<file path="config.mk">
export PLATFORM = sky130hd
export DESIGN_NAME = if_stage
export DESIGN_NICKNAME = d
export VERILOG_FILES = /design/src/fetch_pkg.sv /design/src/pc_select.sv /design/src/prefetch_ctrl.sv /design/src/fetch_fifo.sv /design/src/instr_obi_master.sv /design/src/if_stage.sv
export VERILOG_INCLUDE_DIRS = /design/src
export SDC_FILE = /design/constraint.sdc
export NUM_CORES = 1
export LEC_CHECK = 0
export BUFFER_PORTS_ARGS = -buffer_cell sky130_fd_sc_hd__buf_4
export CORE_MARGIN = 5
export CORE_UTILIZATION = 50
export CTS_CLUSTER_SIZE = 40
export DETAILED_ROUTE_END_ITERATION = 16
export PLACE_DENSITY = 0.85
export SLEW_MARGIN = 20
export SYNTH_ARGS = -nofsm -noshare
export SYNTH_HDL_FRONTEND = slang
export SYNTH_SLANG_ARGS = --single-unit
</file>
<file path="constraint.sdc">
create_clock -name clk -period 12.2 [get_ports clk]
set_clock_uncertainty 0.2 [all_clocks]
set_input_delay 3.66 -clock clk [delete_from_list [all_inputs] [get_ports clk]]
set_output_delay 3.66 -clock clk [all_outputs]
set_load 0.02 [all_outputs]
</file>
<file path="src/fetch_config.svh">
// Fetch stage global constants

`ifndef FETCH_CONFIG_SVH
`define FETCH_CONFIG_SVH

// Address and instruction word width
`define FETCH_ADDR_W 32

// Entries in the fetch buffer
`define FETCH_DEPTH 3

// Width of buffer occupancy and outstanding counters
`define FETCH_CNT_W 2

// Bus transactions allowed in flight at once
`define FETCH_MAX_OUTSTANDING 2

// Upper mtvec bits that sit above seven zero bits
`define MTVEC_BASE_W 25

// Vectored interrupt index width
`define IRQ_INDEX_W 5

`endif

</file>
<file path="src/fetch_pkg.sv">
// Fetch stage types

`include "fetch_config.svh"

package fetch_pkg;

  ////////////////////
  // Enums
  ////////////////////

  // Sources of the next fetch address
  typedef enum logic [2:0] {
    PC_BOOT,
    PC_JUMP,
    PC_BRANCH,
    PC_MRET,
    PC_TRAP_EXC,
    PC_TRAP_IRQ,
    PC_DBG_HALT
  } pc_mux_e;

  ////////////////////
  // Structs
  ////////////////////

  // Control strobes and levels from the core controller
  typedef struct packed {
    logic                    pc_set;
    pc_mux_e                 pc_mux;
    logic                    kill_if;
    logic                    halt_if;
    logic [`IRQ_INDEX_W-1:0] irq_index;
  } fetch_ctrl_t;

  // Redirect targets
  typedef struct packed {
    logic [`FETCH_ADDR_W-1:0] boot_addr;
    logic [`FETCH_ADDR_W-1:0] jump_target;
    logic [`FETCH_ADDR_W-1:0] branch_target;
    logic [`FETCH_ADDR_W-1:0] mepc;
    logic [`FETCH_ADDR_W-1:0] dm_halt_addr;
    logic [`MTVEC_BASE_W-1:0] mtvec_base;
  } fetch_targets_t;

  // Bus request from the prefetcher
  typedef struct packed {
    logic [`FETCH_ADDR_W-1:0] addr;
  } fetch_req_t;

  // Bus response
  typedef struct packed {
    logic [`FETCH_ADDR_W-1:0] rdata;
    logic                     err;
  } instr_resp_t;

  // One fetch buffer entry
  typedef struct packed {
    instr_resp_t              resp;
    logic [`FETCH_ADDR_W-1:0] addr;
  } fetch_entry_t;

  // IF/ID pipeline register contents
  typedef struct packed {
    logic                     instr_valid;
    logic [`FETCH_ADDR_W-1:0] instr;
    logic [`FETCH_ADDR_W-1:0] pc;
    logic                     bus_err;
  } if_id_pipe_t;

endpackage

</file>
<file path="src/pc_select.sv">
// Next fetch address mux

`timescale 1ns/100ps

`include "fetch_config.svh"

module pc_select (
  input  fetch_pkg::fetch_ctrl_t    ctrl_i,
  input  fetch_pkg::fetch_targets_t targets_i,
  output logic [`FETCH_ADDR_W-1:0]  branch_addr_o
);

  import fetch_pkg::*;

  ////////////////////
  // Address select
  ////////////////////

  always_comb begin
    // Boot address as fallback
    branch_addr_o = {targets_i.boot_addr[`FETCH_ADDR_W-1:2], 2'b00};

    case (ctrl_i.pc_mux)
      // Boot forced to word alignment
      PC_BOOT:     branch_addr_o = {targets_i.boot_addr[`FETCH_ADDR_W-1:2], 2'b00};
      PC_JUMP:     branch_addr_o = targets_i.jump_target;
      PC_BRANCH:   branch_addr_o = targets_i.branch_target;
      // Return from exception or interrupt
      PC_MRET:     branch_addr_o = targets_i.mepc;
      // All exceptions land on the mtvec base
      PC_TRAP_EXC: begin
        branch_addr_o = {targets_i.mtvec_base, {(`FETCH_ADDR_W-`MTVEC_BASE_W){1'b0}}};
      end
      // Vectored interrupts at base plus index times four
      PC_TRAP_IRQ: begin
        branch_addr_o = {targets_i.mtvec_base, ctrl_i.irq_index, 2'b00};
      end
      // Debug halt entry forced to word alignment
      PC_DBG_HALT: begin
        branch_addr_o = {targets_i.dm_halt_addr[`FETCH_ADDR_W-1:2], 2'b00};
      end
      default: begin
        branch_addr_o = {targets_i.boot_addr[`FETCH_ADDR_W-1:2], 2'b00};
      end
    endcase
  end

endmodule

</file>
<file path="src/prefetch_ctrl.sv">
// Prefetch controller

`timescale 1ns/100ps

`include "fetch_config.svh"

module prefetch_ctrl (
  input  logic                          clk,
  input  logic                          rst_n,
  input  logic                          pc_set_i,
  input  logic [`FETCH_ADDR_W-1:0]      branch_addr_i,
  input  logic                          trans_ready_i,
  input  logic                          resp_valid_i,
  input  fetch_pkg::instr_resp_t        resp_i,
  input  logic [`FETCH_CNT_W-1:0]       fifo_count_i,
  output logic                          trans_valid_o,
  output fetch_pkg::fetch_req_t         trans_o,
  output logic                          push_o,
  output fetch_pkg::fetch_entry_t       push_entry_o,
  output logic                          busy_o,
  output logic                          protocol_err_o
);

  logic                     fetch_en_q;
  logic [`FETCH_ADDR_W-1:0] fetch_addr_q;
  logic [`FETCH_ADDR_W-1:0] resp_addr_q;
  logic [`FETCH_CNT_W-1:0]  outstnd_cnt_q;
  logic [`FETCH_CNT_W-1:0]  outstnd_cnt_d;
  logic [`FETCH_CNT_W-1:0]  discard_cnt_q;
  logic [`FETCH_CNT_W:0]    space_used;
  logic                     handover;
  logic                     resp_taken;
  logic                     protocol_err_q;

  ////////////////////
  // Issue side
  ////////////////////

  // Buffered words plus words still on the bus
  assign space_used = {1'b0, fifo_count_i} + {1'b0, outstnd_cnt_q};

  // No handover in the redirect cycle itself
  assign trans_valid_o = fetch_en_q && !pc_set_i &&
                         (outstnd_cnt_q < `FETCH_CNT_W'(`FETCH_MAX_OUTSTANDING)) &&
                         (space_used < (`FETCH_CNT_W+1)'(`FETCH_DEPTH));
  assign trans_o.addr  = fetch_addr_q;
  assign handover      = trans_valid_o && trans_ready_i;

  ////////////////////
  // Response side
  ////////////////////

  // A response only counts when something is outstanding
  assign resp_taken = resp_valid_i && (outstnd_cnt_q != '0);

  // Stale responses after a redirect are dropped here
  assign push_o            = resp_taken && (discard_cnt_q == '0) && !pc_set_i;
  assign push_entry_o.resp = resp_i;
  assign push_entry_o.addr = resp_addr_q;

  always_comb begin
    outstnd_cnt_d = outstnd_cnt_q;
    if (handover) begin
      outstnd_cnt_d = outstnd_cnt_d + 1'b1;
    end
    if (resp_taken) begin
      outstnd_cnt_d = outstnd_cnt_d - 1'b1;
    end
  end

  always_ff @(posedge clk or negedge rst_n) begin
    if (!rst_n) begin
      fetch_en_q     <= 1'b0;
      outstnd_cnt_q  <= '0;
      discard_cnt_q  <= '0;
      protocol_err_q <= 1'b0;
    end else begin
      outstnd_cnt_q  <= outstnd_cnt_d;
      protocol_err_q <= resp_valid_i && (outstnd_cnt_q == '0);
      // First redirect after reset starts fetching
      if (pc_set_i) begin
        fetch_en_q <= 1'b1;
      end
      // Everything still in flight becomes a discard
      if (pc_set_i) begin
        discard_cnt_q <= outstnd_cnt_d;
      end else if (resp_taken && (discard_cnt_q != '0)) begin
        discard_cnt_q <= discard_cnt_q - 1'b1;
      end
    end
  end

  // Next fetch address and address of oldest live response
  always_ff @(posedge clk) begin
    if (pc_set_i) begin
      fetch_addr_q <= branch_addr_i;
      resp_addr_q  <= branch_addr_i;
    end else begin
      if (handover) begin
        fetch_addr_q <= fetch_addr_q + `FETCH_ADDR_W'(4);
      end
      if (push_o) begin
        resp_addr_q <= resp_addr_q + `FETCH_ADDR_W'(4);
      end
    end
  end

  assign busy_o         = (outstnd_cnt_q != '0);
  assign protocol_err_o = protocol_err_q;

endmodule

</file>
<file path="src/fetch_fifo.sv">
// Fetch buffer

`timescale 1ns/100ps

`include "fetch_config.svh"

module fetch_fifo (
  input  logic                    clk,
  input  logic                    rst_n,
  input  logic                    flush_i,
  input  logic                    push_i,
  input  fetch_pkg::fetch_entry_t push_entry_i,
  input  logic                    pop_i,
  output logic                    valid_o,
  output fetch_pkg::fetch_entry_t entry_o,
  output logic [`FETCH_CNT_W-1:0] count_o
);

  import fetch_pkg::*;

  fetch_entry_t            mem_q [`FETCH_DEPTH];
  logic [`FETCH_CNT_W-1:0] rd_ptr_q;
  logic [`FETCH_CNT_W-1:0] wr_ptr_q;
  logic [`FETCH_CNT_W-1:0] count_q;
  logic                    push_en;
  logic                    pop_en;

  // Circular pointer advance
  function automatic logic [`FETCH_CNT_W-1:0] next_ptr(input logic [`FETCH_CNT_W-1:0] ptr);
    logic [`FETCH_CNT_W-1:0] nxt;
    nxt = (ptr == `FETCH_CNT_W'(`FETCH_DEPTH-1)) ? '0 : ptr + 1'b1;
    return nxt;
  endfunction

  ////////////////////
  // Enables
  ////////////////////

  assign pop_en  = pop_i && valid_o && !flush_i;
  // Full buffer only accepts when a pop frees a slot
  assign push_en = push_i && !flush_i &&
                   ((count_q != `FETCH_CNT_W'(`FETCH_DEPTH)) || pop_en);

  ////////////////////
  // Pointers and count
  ////////////////////

  always_ff @(posedge clk or negedge rst_n) begin
    if (!rst_n) begin
      rd_ptr_q <= '0;
      wr_ptr_q <= '0;
      count_q  <= '0;
    end else if (flush_i) begin
      rd_ptr_q <= '0;
      wr_ptr_q <= '0;
      count_q  <= '0;
    end else begin
      if (push_en) begin
        wr_ptr_q <= next_ptr(wr_ptr_q);
      end
      if (pop_en) begin
        rd_ptr_q <= next_ptr(rd_ptr_q);
      end
      case ({push_en, pop_en})
        2'b10:   count_q <= count_q + 1'b1;
        2'b01:   count_q <= count_q - 1'b1;
        default: count_q <= count_q;
      endcase
    end
  end

  // Storage
  always_ff @(posedge clk) begin
    if (push_en) begin
      mem_q[wr_ptr_q] <= push_entry_i;
    end
  end

  assign valid_o = (count_q != '0);
  assign entry_o = mem_q[rd_ptr_q];
  assign count_o = count_q;

endmodule

</file>
<file path="src/instr_obi_master.sv">
// Instruction bus OBI master

`timescale 1ns/100ps

`include "fetch_config.svh"

module instr_obi_master (
  input  logic                     clk,
  input  logic                     rst_n,
  input  logic                     trans_valid_i,
  input  fetch_pkg::fetch_req_t    trans_i,
  output logic                     trans_ready_o,
  input  logic                     instr_gnt_i,
  output logic                     instr_req_o,
  output logic [`FETCH_ADDR_W-1:0] instr_addr_o
);

  import fetch_pkg::*;

  logic       req_q;
  fetch_req_t trans_q;
  logic       accept;

  ////////////////////
  // Handshake
  ////////////////////

  // Free when idle or when the pending request is granted now
  assign trans_ready_o = !req_q || instr_gnt_i;
  assign accept        = trans_valid_i && trans_ready_o;

  // Request stays up until grant
  always_ff @(posedge clk or negedge rst_n) begin
    if (!rst_n) begin
      req_q <= 1'b0;
    end else if (accept) begin
      req_q <= 1'b1;
    end else if (instr_gnt_i) begin
      req_q <= 1'b0;
    end
  end

  // Holding register keeps the address stable while waiting
  always_ff @(posedge clk) begin
    if (accept) begin
      trans_q <= trans_i;
    end
  end

  assign instr_req_o  = req_q;
  assign instr_addr_o = trans_q.addr;

endmodule

</file>
<file path="src/if_stage.sv">
// Instruction fetch stage top

`timescale 1ns/100ps

`include "fetch_config.svh"

module if_stage (
  input  logic                      clk,
  input  logic                      rst_n,
  input  fetch_pkg::fetch_ctrl_t    ctrl_i,
  input  fetch_pkg::fetch_targets_t targets_i,
  input  logic                      id_ready_i,
  output logic                      instr_req_o,
  output logic [`FETCH_ADDR_W-1:0]  instr_addr_o,
  input  logic                      instr_gnt_i,
  input  logic                      instr_rvalid_i,
  input  logic [`FETCH_ADDR_W-1:0]  instr_rdata_i,
  input  logic                      instr_err_i,
  output fetch_pkg::if_id_pipe_t    if_id_pipe_o,
  output logic [`FETCH_ADDR_W-1:0]  pc_if_o,
  output logic                      if_valid_o,
  output logic                      mtvec_init_o,
  output logic                      busy_o,
  output logic                      protocol_err_o
);

  import fetch_pkg::*;

  logic [`FETCH_ADDR_W-1:0] branch_addr;
  logic                     trans_valid;
  logic                     trans_ready;
  fetch_req_t               trans;
  instr_resp_t              bus_resp;
  logic                     push;
  fetch_entry_t             push_entry;
  logic                     fifo_valid;
  fetch_entry_t             fifo_entry;
  logic [`FETCH_CNT_W-1:0]  fifo_count;
  logic                     fifo_pop;
  logic                     instr_valid_q;
  logic [`FETCH_ADDR_W-1:0] instr_q;
  logic [`FETCH_ADDR_W-1:0] pc_q;
  logic                     bus_err_q;

  pc_select pc_select_i (
    .ctrl_i        (ctrl_i),
    .targets_i     (targets_i),
    .branch_addr_o (branch_addr)
  );

  assign bus_resp.rdata = instr_rdata_i;
  assign bus_resp.err   = instr_err_i;

  prefetch_ctrl prefetch_ctrl_i (
    .clk            (clk),
    .rst_n          (rst_n),
    .pc_set_i       (ctrl_i.pc_set),
    .branch_addr_i  (branch_addr),
    .trans_ready_i  (trans_ready),
    .resp_valid_i   (instr_rvalid_i),
    .resp_i         (bus_resp),
    .fifo_count_i   (fifo_count),
    .trans_valid_o  (trans_valid),
    .trans_o        (trans),
    .push_o         (push),
    .push_entry_o   (push_entry),
    .busy_o         (busy_o),
    .protocol_err_o (protocol_err_o)
  );

  // Redirect empties the buffer
  fetch_fifo fetch_fifo_i (
    .clk          (clk),
    .rst_n        (rst_n),
    .flush_i      (ctrl_i.pc_set),
    .push_i       (push),
    .push_entry_i (push_entry),
    .pop_i        (fifo_pop),
    .valid_o      (fifo_valid),
    .entry_o      (fifo_entry),
    .count_o      (fifo_count)
  );

  instr_obi_master instr_obi_master_i (
    .clk           (clk),
    .rst_n         (rst_n),
    .trans_valid_i (trans_valid),
    .trans_i       (trans),
    .trans_ready_o (trans_ready),
    .instr_gnt_i   (instr_gnt_i),
    .instr_req_o   (instr_req_o),
    .instr_addr_o  (instr_addr_o)
  );

  ////////////////////
  // Valid and ready
  ////////////////////

  assign if_valid_o = fifo_valid && !ctrl_i.kill_if && !ctrl_i.halt_if;
  // Kill drains the head regardless of ID
  assign fifo_pop   = fifo_valid && (ctrl_i.kill_if || (id_ready_i && !ctrl_i.halt_if));
  assign pc_if_o    = fifo_entry.addr;

  // Tell the CSR file to initialise mtvec on boot
  assign mtvec_init_o = ctrl_i.pc_set && (ctrl_i.pc_mux == PC_BOOT);

  ////////////////////
  // IF/ID register
  ////////////////////

  always_ff @(posedge clk or negedge rst_n) begin
    if (!rst_n) begin
      instr_valid_q <= 1'b0;
    end else if (id_ready_i) begin
      instr_valid_q <= if_valid_o;
    end
  end

  // Payload frozen while ID stalls
  always_ff @(posedge clk) begin
    if (if_valid_o && id_ready_i) begin
      instr_q   <= fifo_entry.resp.rdata;
      pc_q      <= fifo_entry.addr;
      bus_err_q <= fifo_entry.resp.err;
    end
  end

  assign if_id_pipe_o.instr_valid = instr_valid_q;
  assign if_id_pipe_o.instr       = instr_q;
  assign if_id_pipe_o.pc          = pc_q;
  assign if_id_pipe_o.bus_err     = bus_err_q;

endmodule

</file>
==> results of run 1 <==
[critical path, stage by stage]
cell and delay (ps):
buf_4 450, nor4b_1 300, buf_4 200
[final cells by class]
cell class,count,area (µm²),share of cell area
repair buffers,373,2800,0.1390
diodes,4,10.01,0.0004967
clock inverters,13,122.6,0.006085
well taps,402,503.0,0.02496
flip-flops and latches,370,11050,0.5483
inverters,15,56.30,0.002794
multi-input cells,695,4548,0.2257
clock buffers,54,1062,0.05272
[routing by layer]
| layer | GRT usage | vias up | share of wire | wire length, µm |
|---|---|---|---|---|
| met3 | 0.05706 | 69 | 0.078 | 3235 |
| met5 | 0 | - | 0 | 0 |
| met4 | 0.08152 | 0 | 0.032 | 1331 |
| met2 | 0.3791 | 449 | 0.50 | 20630 |
| met1 | 0.2789 | 5267 | 0.39 | 16070 |
| li1 | - | 5075 | - | - |
[cells by family after synthesis]
| logic type | Yosys count | share of synthesized area |
|---|---|---|
| DFF | 370 | 0.6826 |
| and+or+nand+nor | 281 | 0.09082 |
| AOI/OAI and AO/OA | 261 | 0.09732 |
| buffers and inverters | 117 | 0.03759 |
| muxes | 87 | 0.05407 |
| xor gates and xnor gates | 60 | 0.03249 |
| adders and majority gates | 6 | 0.005106 |
[worst max path at each step]
stage / startpoint / end / slack [ps] / cells past startpoint
floorplan: instr_rvalid_i / fetch_fifo_i.mem_q[2][0] / 330 / 5
global placement: ctrl_i[10] / mtvec_init_o / 3730 / 3
detailed placement: ctrl_i[10] / mtvec_init_o / 3700 / 3
CTS: ctrl_i[10] / mtvec_init_o / 3680 / 3
global route: ctrl_i[10] / mtvec_init_o / 3590 / 3
finish: ctrl_i[10] / mtvec_init_o / 3730 / 3
[through the flow]
stage	total power (µW)	cells	setup WS (ps)
after floorplan	2050	1182	326.4
after global routing	3508	1926	3593
after CTS	3392	1922	3682
final	3360	1926	3728
after global placement	2263	1855	3729
after detailed placement	2292	1855	3697
[synth_stat cells, types with 21 or more instances]
library cell  number  area (µm²)
a21oi_1           34       170.2
buf_2             21       105.1
buf_4             38       285.3
clkbuf_1          40       150.1
edfxtp_1         356       10690
mux2i_1           84       840.8
nand2_1          103       386.6
nand4_1           27       168.9
nor2_1            48       180.2
nor2b_1           30       187.7
o21ai_0           92       460.4
o21ai_1           38       190.2
o22ai_1           27       168.9
xor2_1            43       376.6
[power by group through the flow]
stage	registers, µW	clock network (µW)	logic [µW]
finish	1690	1100	570
detailed placement	1720	0	573
floorplan	1720	0	326
CTS	1690	1120	578
global placement	1710	0	554
global route	1710	1180	621
[sequential cells by signal, summed over array words and instances (netlist names)]
name / count
prefetch_ctrl_i.outstnd_cnt_q: 2
instr_obi_master_i.instr_addr_o: 32
fetch_fifo_i.wr_ptr_q: 2
pc_q: 32
instr_q: 32
prefetch_ctrl_i.trans_o: 32
fetch_fifo_i.mem_q: 195
prefetch_ctrl_i.protocol_err_o: 1
bus_err_q: 1
instr_valid_q: 1
prefetch_ctrl_i.resp_addr_q: 32
instr_obi_master_i.instr_req_o: 1
fetch_fifo_i.rd_ptr_q: 2
prefetch_ctrl_i.discard_cnt_q: 2
prefetch_ctrl_i.fetch_en_q: 1
fetch_fifo_i.count_o: 2
==> impl_metrics.tcl, run 1 <==
set metrics [dict create \
    port_buffers 364 \
    setup_viol 0 \
    ir_drop_mv 0.09220 \
    cts.repair.resized 0 \
    final_common_cell "buf_4" \
    hold_buffers 0 \
    dieWidth_um 189.9 \
    rows 65 \
    holdWs_ps 234.7 \
    fin_area_mm2 0.02015 \
    crit_path_start_kind "input pin" \
    core_area_mm2 0.03172 \
    antenna_found_initial 4 \
    area_growth_pct 24.58 \
    rr_worst_depth 5 \
    hold_depth 0 \
    max_freq_ghz 0.1180 \
    root_buffer "clkbuf_16" \
    required_ps 8340 \
    vias 10860 \
    ios 369 \
    cp.arrival_ps 4610 \
    synth_area_per_cell_um2 13.68 \
    die_h_um 189.9 \
    cts_sinks 370 \
    syn_inst 1182 \
    grt_remaining_overflow 0 \
    clkPwrFrac 0.326 \
    start_util 0.5099 \
    path_clk_slew_ps 60 \
    switching_share 0.2660 \
    reg2reg_slack_ps 8670 \
    grtUsageTotal 0.2234 \
    power.density_mw_per_mm2 166.8 \
    drive_above_1_share 0.2987 \
    worstPathMaxFanout 54 \
    postCtsSetupBuffers 0 \
    min_to "instr_obi_master_i.instr_addr_o[1]" \
    dr.pass1.iters 7 \
    grt_pass1_vias 11143 \
    slew_viol_final 0 \
    seq_power_share 0.504 \
    min_period_ps 8472 \
    placed_area_mm2 0.01896 \
    r2r-end "prefetch_ctrl_i.trans_o[8]" \
    intPower_uw 2467 \
    fin_setup_tns_ps 0 \
    synth_cell_types 55 \
    htreeDepth 2 \
    slew_headroom 0.3466 \
    viasPerCell 5.639 \
    seq_area_frac_synth 0.6826 \
    async_flop_share 0.03784 \
    wl_per_cell_um 21.43 \
    wl_mm 41.27 \
    syn_area_mm2 0.01617 \
    hpwl_mm 29.17 \
    cts_tree "yes" \
    final_cell_mix "373 x buf_4, 356 x edfxtp_1, 103 x nand2_1, 92 x o21ai_0, 84 x mux2i_1" \
    r2r_start "prefetch_ctrl_i.outstnd_cnt_q[0]" \
    fill_cells 2372 \
    clk_latency_ps 510 \
    end_kind "primary output" \
    synth-edff-count 356 \
    max-clock-path-buffers 3 \
    gp_congestion 0.8900 \
    final_nets 1733 \
    p_leak_uw 0.007156 \
    route.detailed.drc 0 \
    yosys_warnings 0 \
    tightest_slew_ps 980.1 \
    dominantRegCellSynth "edfxtp_1" \
    grt_pass1_wl_mm 62.98 \
    hold_viol 0 \
    syn_nets 1422 \
    worstHoldStart "prefetch_ctrl_i.trans_o[1]" \
    rsz0062_at_grt "false" \
    numCtsBuffers 38 \
    finalCritPeriodShare 0.6944 \
    p_sw_uw 893.9 \
    maxCapViolCount 0 \
    grt_max_degree 92 \
    drtIter0Drc 781 \
    min_path_type "flop to flop" \
    outcome "completed" \
    fp.dieArea_mm2 0.03604 \
    ys_ff_latch 370 \
    path_class "input pin to primary output" \
    combPwrFrac 0.170 \
    fin_util 0.6353 \
    detail-route-antenna-nets 0 \
]
Power figures use the tool's default switching activity.
==> run 2, diff against run 1 <==
clock period = 8.7 ns   (was 12.2 ns; I/O delays follow)
==> impl_metrics.tcl, run 2 (synthesized netlist as in run 1, its figures left out) <==
set metrics [dict create \
    hold_buffers 0 \
    required_ps 5890 \
    slowest_stage "buf_4" \
    grt_remaining_overflow 0 \
    dieWidth_um 189.9 \
    fill_cells 2307 \
    cp_slowest_stage_delay_ps 530 \
    ir_drop_mv 0.1139 \
    power.density_mw_per_mm2 237.1 \
    drive_above_1_share 0.2991 \
    grt_max_degree 83 \
    maxCapViolCount 0 \
    antenna_found_initial 3 \
    p_leak_uw 0.007180 \
    grt_use_met3 0.05174 \
    htreeDepth 2 \
    numCtsBuffers 37 \
    multi_input_area_mm2 0.004574 \
    busiest_layer "met2" \
    dr.pass1.iters 5 \
    cts_sinks 370 \
    ios 369 \
    tightest_slew_ps 959.7 \
    path_class "input pin to primary output" \
    final_cell_mix "373 x buf_4, 356 x edfxtp_1, 103 x nand2_1, 92 x o21ai_0, 84 x mux2i_1" \
    crit_family "buffers and inverters" \
    drtIter0Drc 717 \
    regMostFlops "fetch_fifo_i.mem_q" \
    path_common_cell "buf_4" \
    end_kind "primary output" \
    path_buf_inv 2 \
    area_growth_pct 25.01 \
    cp.arrival_ps 3680 \
    largest_register_ffs 195 \
    grt_use_met1 0.2803 \
    grt_pass1_wl_mm 62.86 \
    worstPathMaxFanout 62 \
    min_period_ps 6486 \
    rsz0062_at_grt "false" \
    placed_area_mm2 0.01898 \
    outcome "completed" \
    slew_viol_final 0 \
    clk_latency_ps 520 \
    fin_setup_tns_ps 0 \
    max_freq_ghz 0.1542 \
    use_met2 0.3770 \
    fin_area_mm2 0.02022 \
    gp_congestion 0.9102 \
    grtUsageTotal 0.2227 \
    detail-route-antenna-nets 0 \
    postCtsSetupBuffers 0 \
    slew_headroom 0.3578 \
    core_area_mm2 0.03172 \
    max-clock-path-buffers 3 \
    finalCritPeriodShare 0.7455 \
    cts.repair.resized 0 \
    seqCellArea_mm2 0.01105 \
    port_buffers 364 \
    hold_viol 0 \
    start_util 0.5099 \
    wl_per_cell_um 21.80 \
    crit_path_start_kind "input pin" \
    rows 65 \
    route.detailed.drc 0 \
    min_path_type "flop to flop" \
    final_common_cell "buf_4" \
    die_h_um 189.9 \
    cp_cell_sequence "buf_4, nor4b_1, buf_4" \
    grt_pass1_vias 11105 \
    final_nets 1732 \
    cts_tree "yes" \
    hpwl_mm 29.38 \
    fp.dieArea_mm2 0.03604 \
    viasPerCell 5.685 \
    vias 10933 \
    path_clk_slew_ps 60 \
    wl_mm 41.93 \
    root_buffer "clkbuf_16" \
    setup_viol 0 \
]
-- run 2: area by class of cell --
class	count	share of cell area
inverter	15	0.002785
multi-input combinational	695	0.2262
timing repair buffer	373	0.1385
antenna	3	0.0003713
clock inverter	22	0.01182
tap	402	0.02488
clock buffer	43	0.04901
sequential	370	0.5464
-- run 2: routing by layer --
metal / part of all wire / vias to the layer above
met4: 0.039 / 0
met5: 0 / -
li1: - / 5061
met3: 0.077 / 87
met1: 0.39 / 5286
met2: 0.50 / 499
-- run 2: per-stage QoR --
step	setup slack, ps	total power, µW	cells	hold slack [ps]	utilization
floorplan	1120	2871	1182	200.3	-
global placement	2217	3181	1855	216.7	0.5985
detailed placement	2235	3221	1855	218.9	0.5985
CTS	2212	4827	1920	232.9	0.6372
global route	2050	4985	1923	250.3	0.6375
finish	2214	4793	1923	227.5	0.6375
-- run 2: path summary, 6_finish.rpt --
path / slack [ps] / end / depth (start not counted) / from
min in group asynchronous: 1720 / instr_obi_master_i.instr_req_o / 1 / rst_n
worst max register to register: 5170 / prefetch_ctrl_i.trans_o[23] / 5 / fetch_fifo_i.count_o[0]
worst max-delay path: 2210 / mtvec_init_o / 3 / ctrl_i[10]
max in group asynchronous: 6380 / fetch_fifo_i.rd_ptr_q[0] / 1 / rst_n
worst min register to register: 230 / instr_obi_master_i.instr_addr_o[0] / 0 / prefetch_ctrl_i.trans_o[0]
worst min-delay path: 230 / instr_obi_master_i.instr_addr_o[0] / 0 / prefetch_ctrl_i.trans_o[0]
-- run 2: report_power, final --
part	leakage (µW)	switching, µW	internal, µW	total [µW]
clock network	0.000601	639	964	1600
registers	0.00346	162	2220	2380
logic	0.00312	478	331	809
-- run 2: worst register-to-register path: stages (launching register included) --
cell,delay [ps]
dfrtp_1,450
ha_1,230
fa_1,370
nor4b_2,260
and3_2,840
or2_2,790
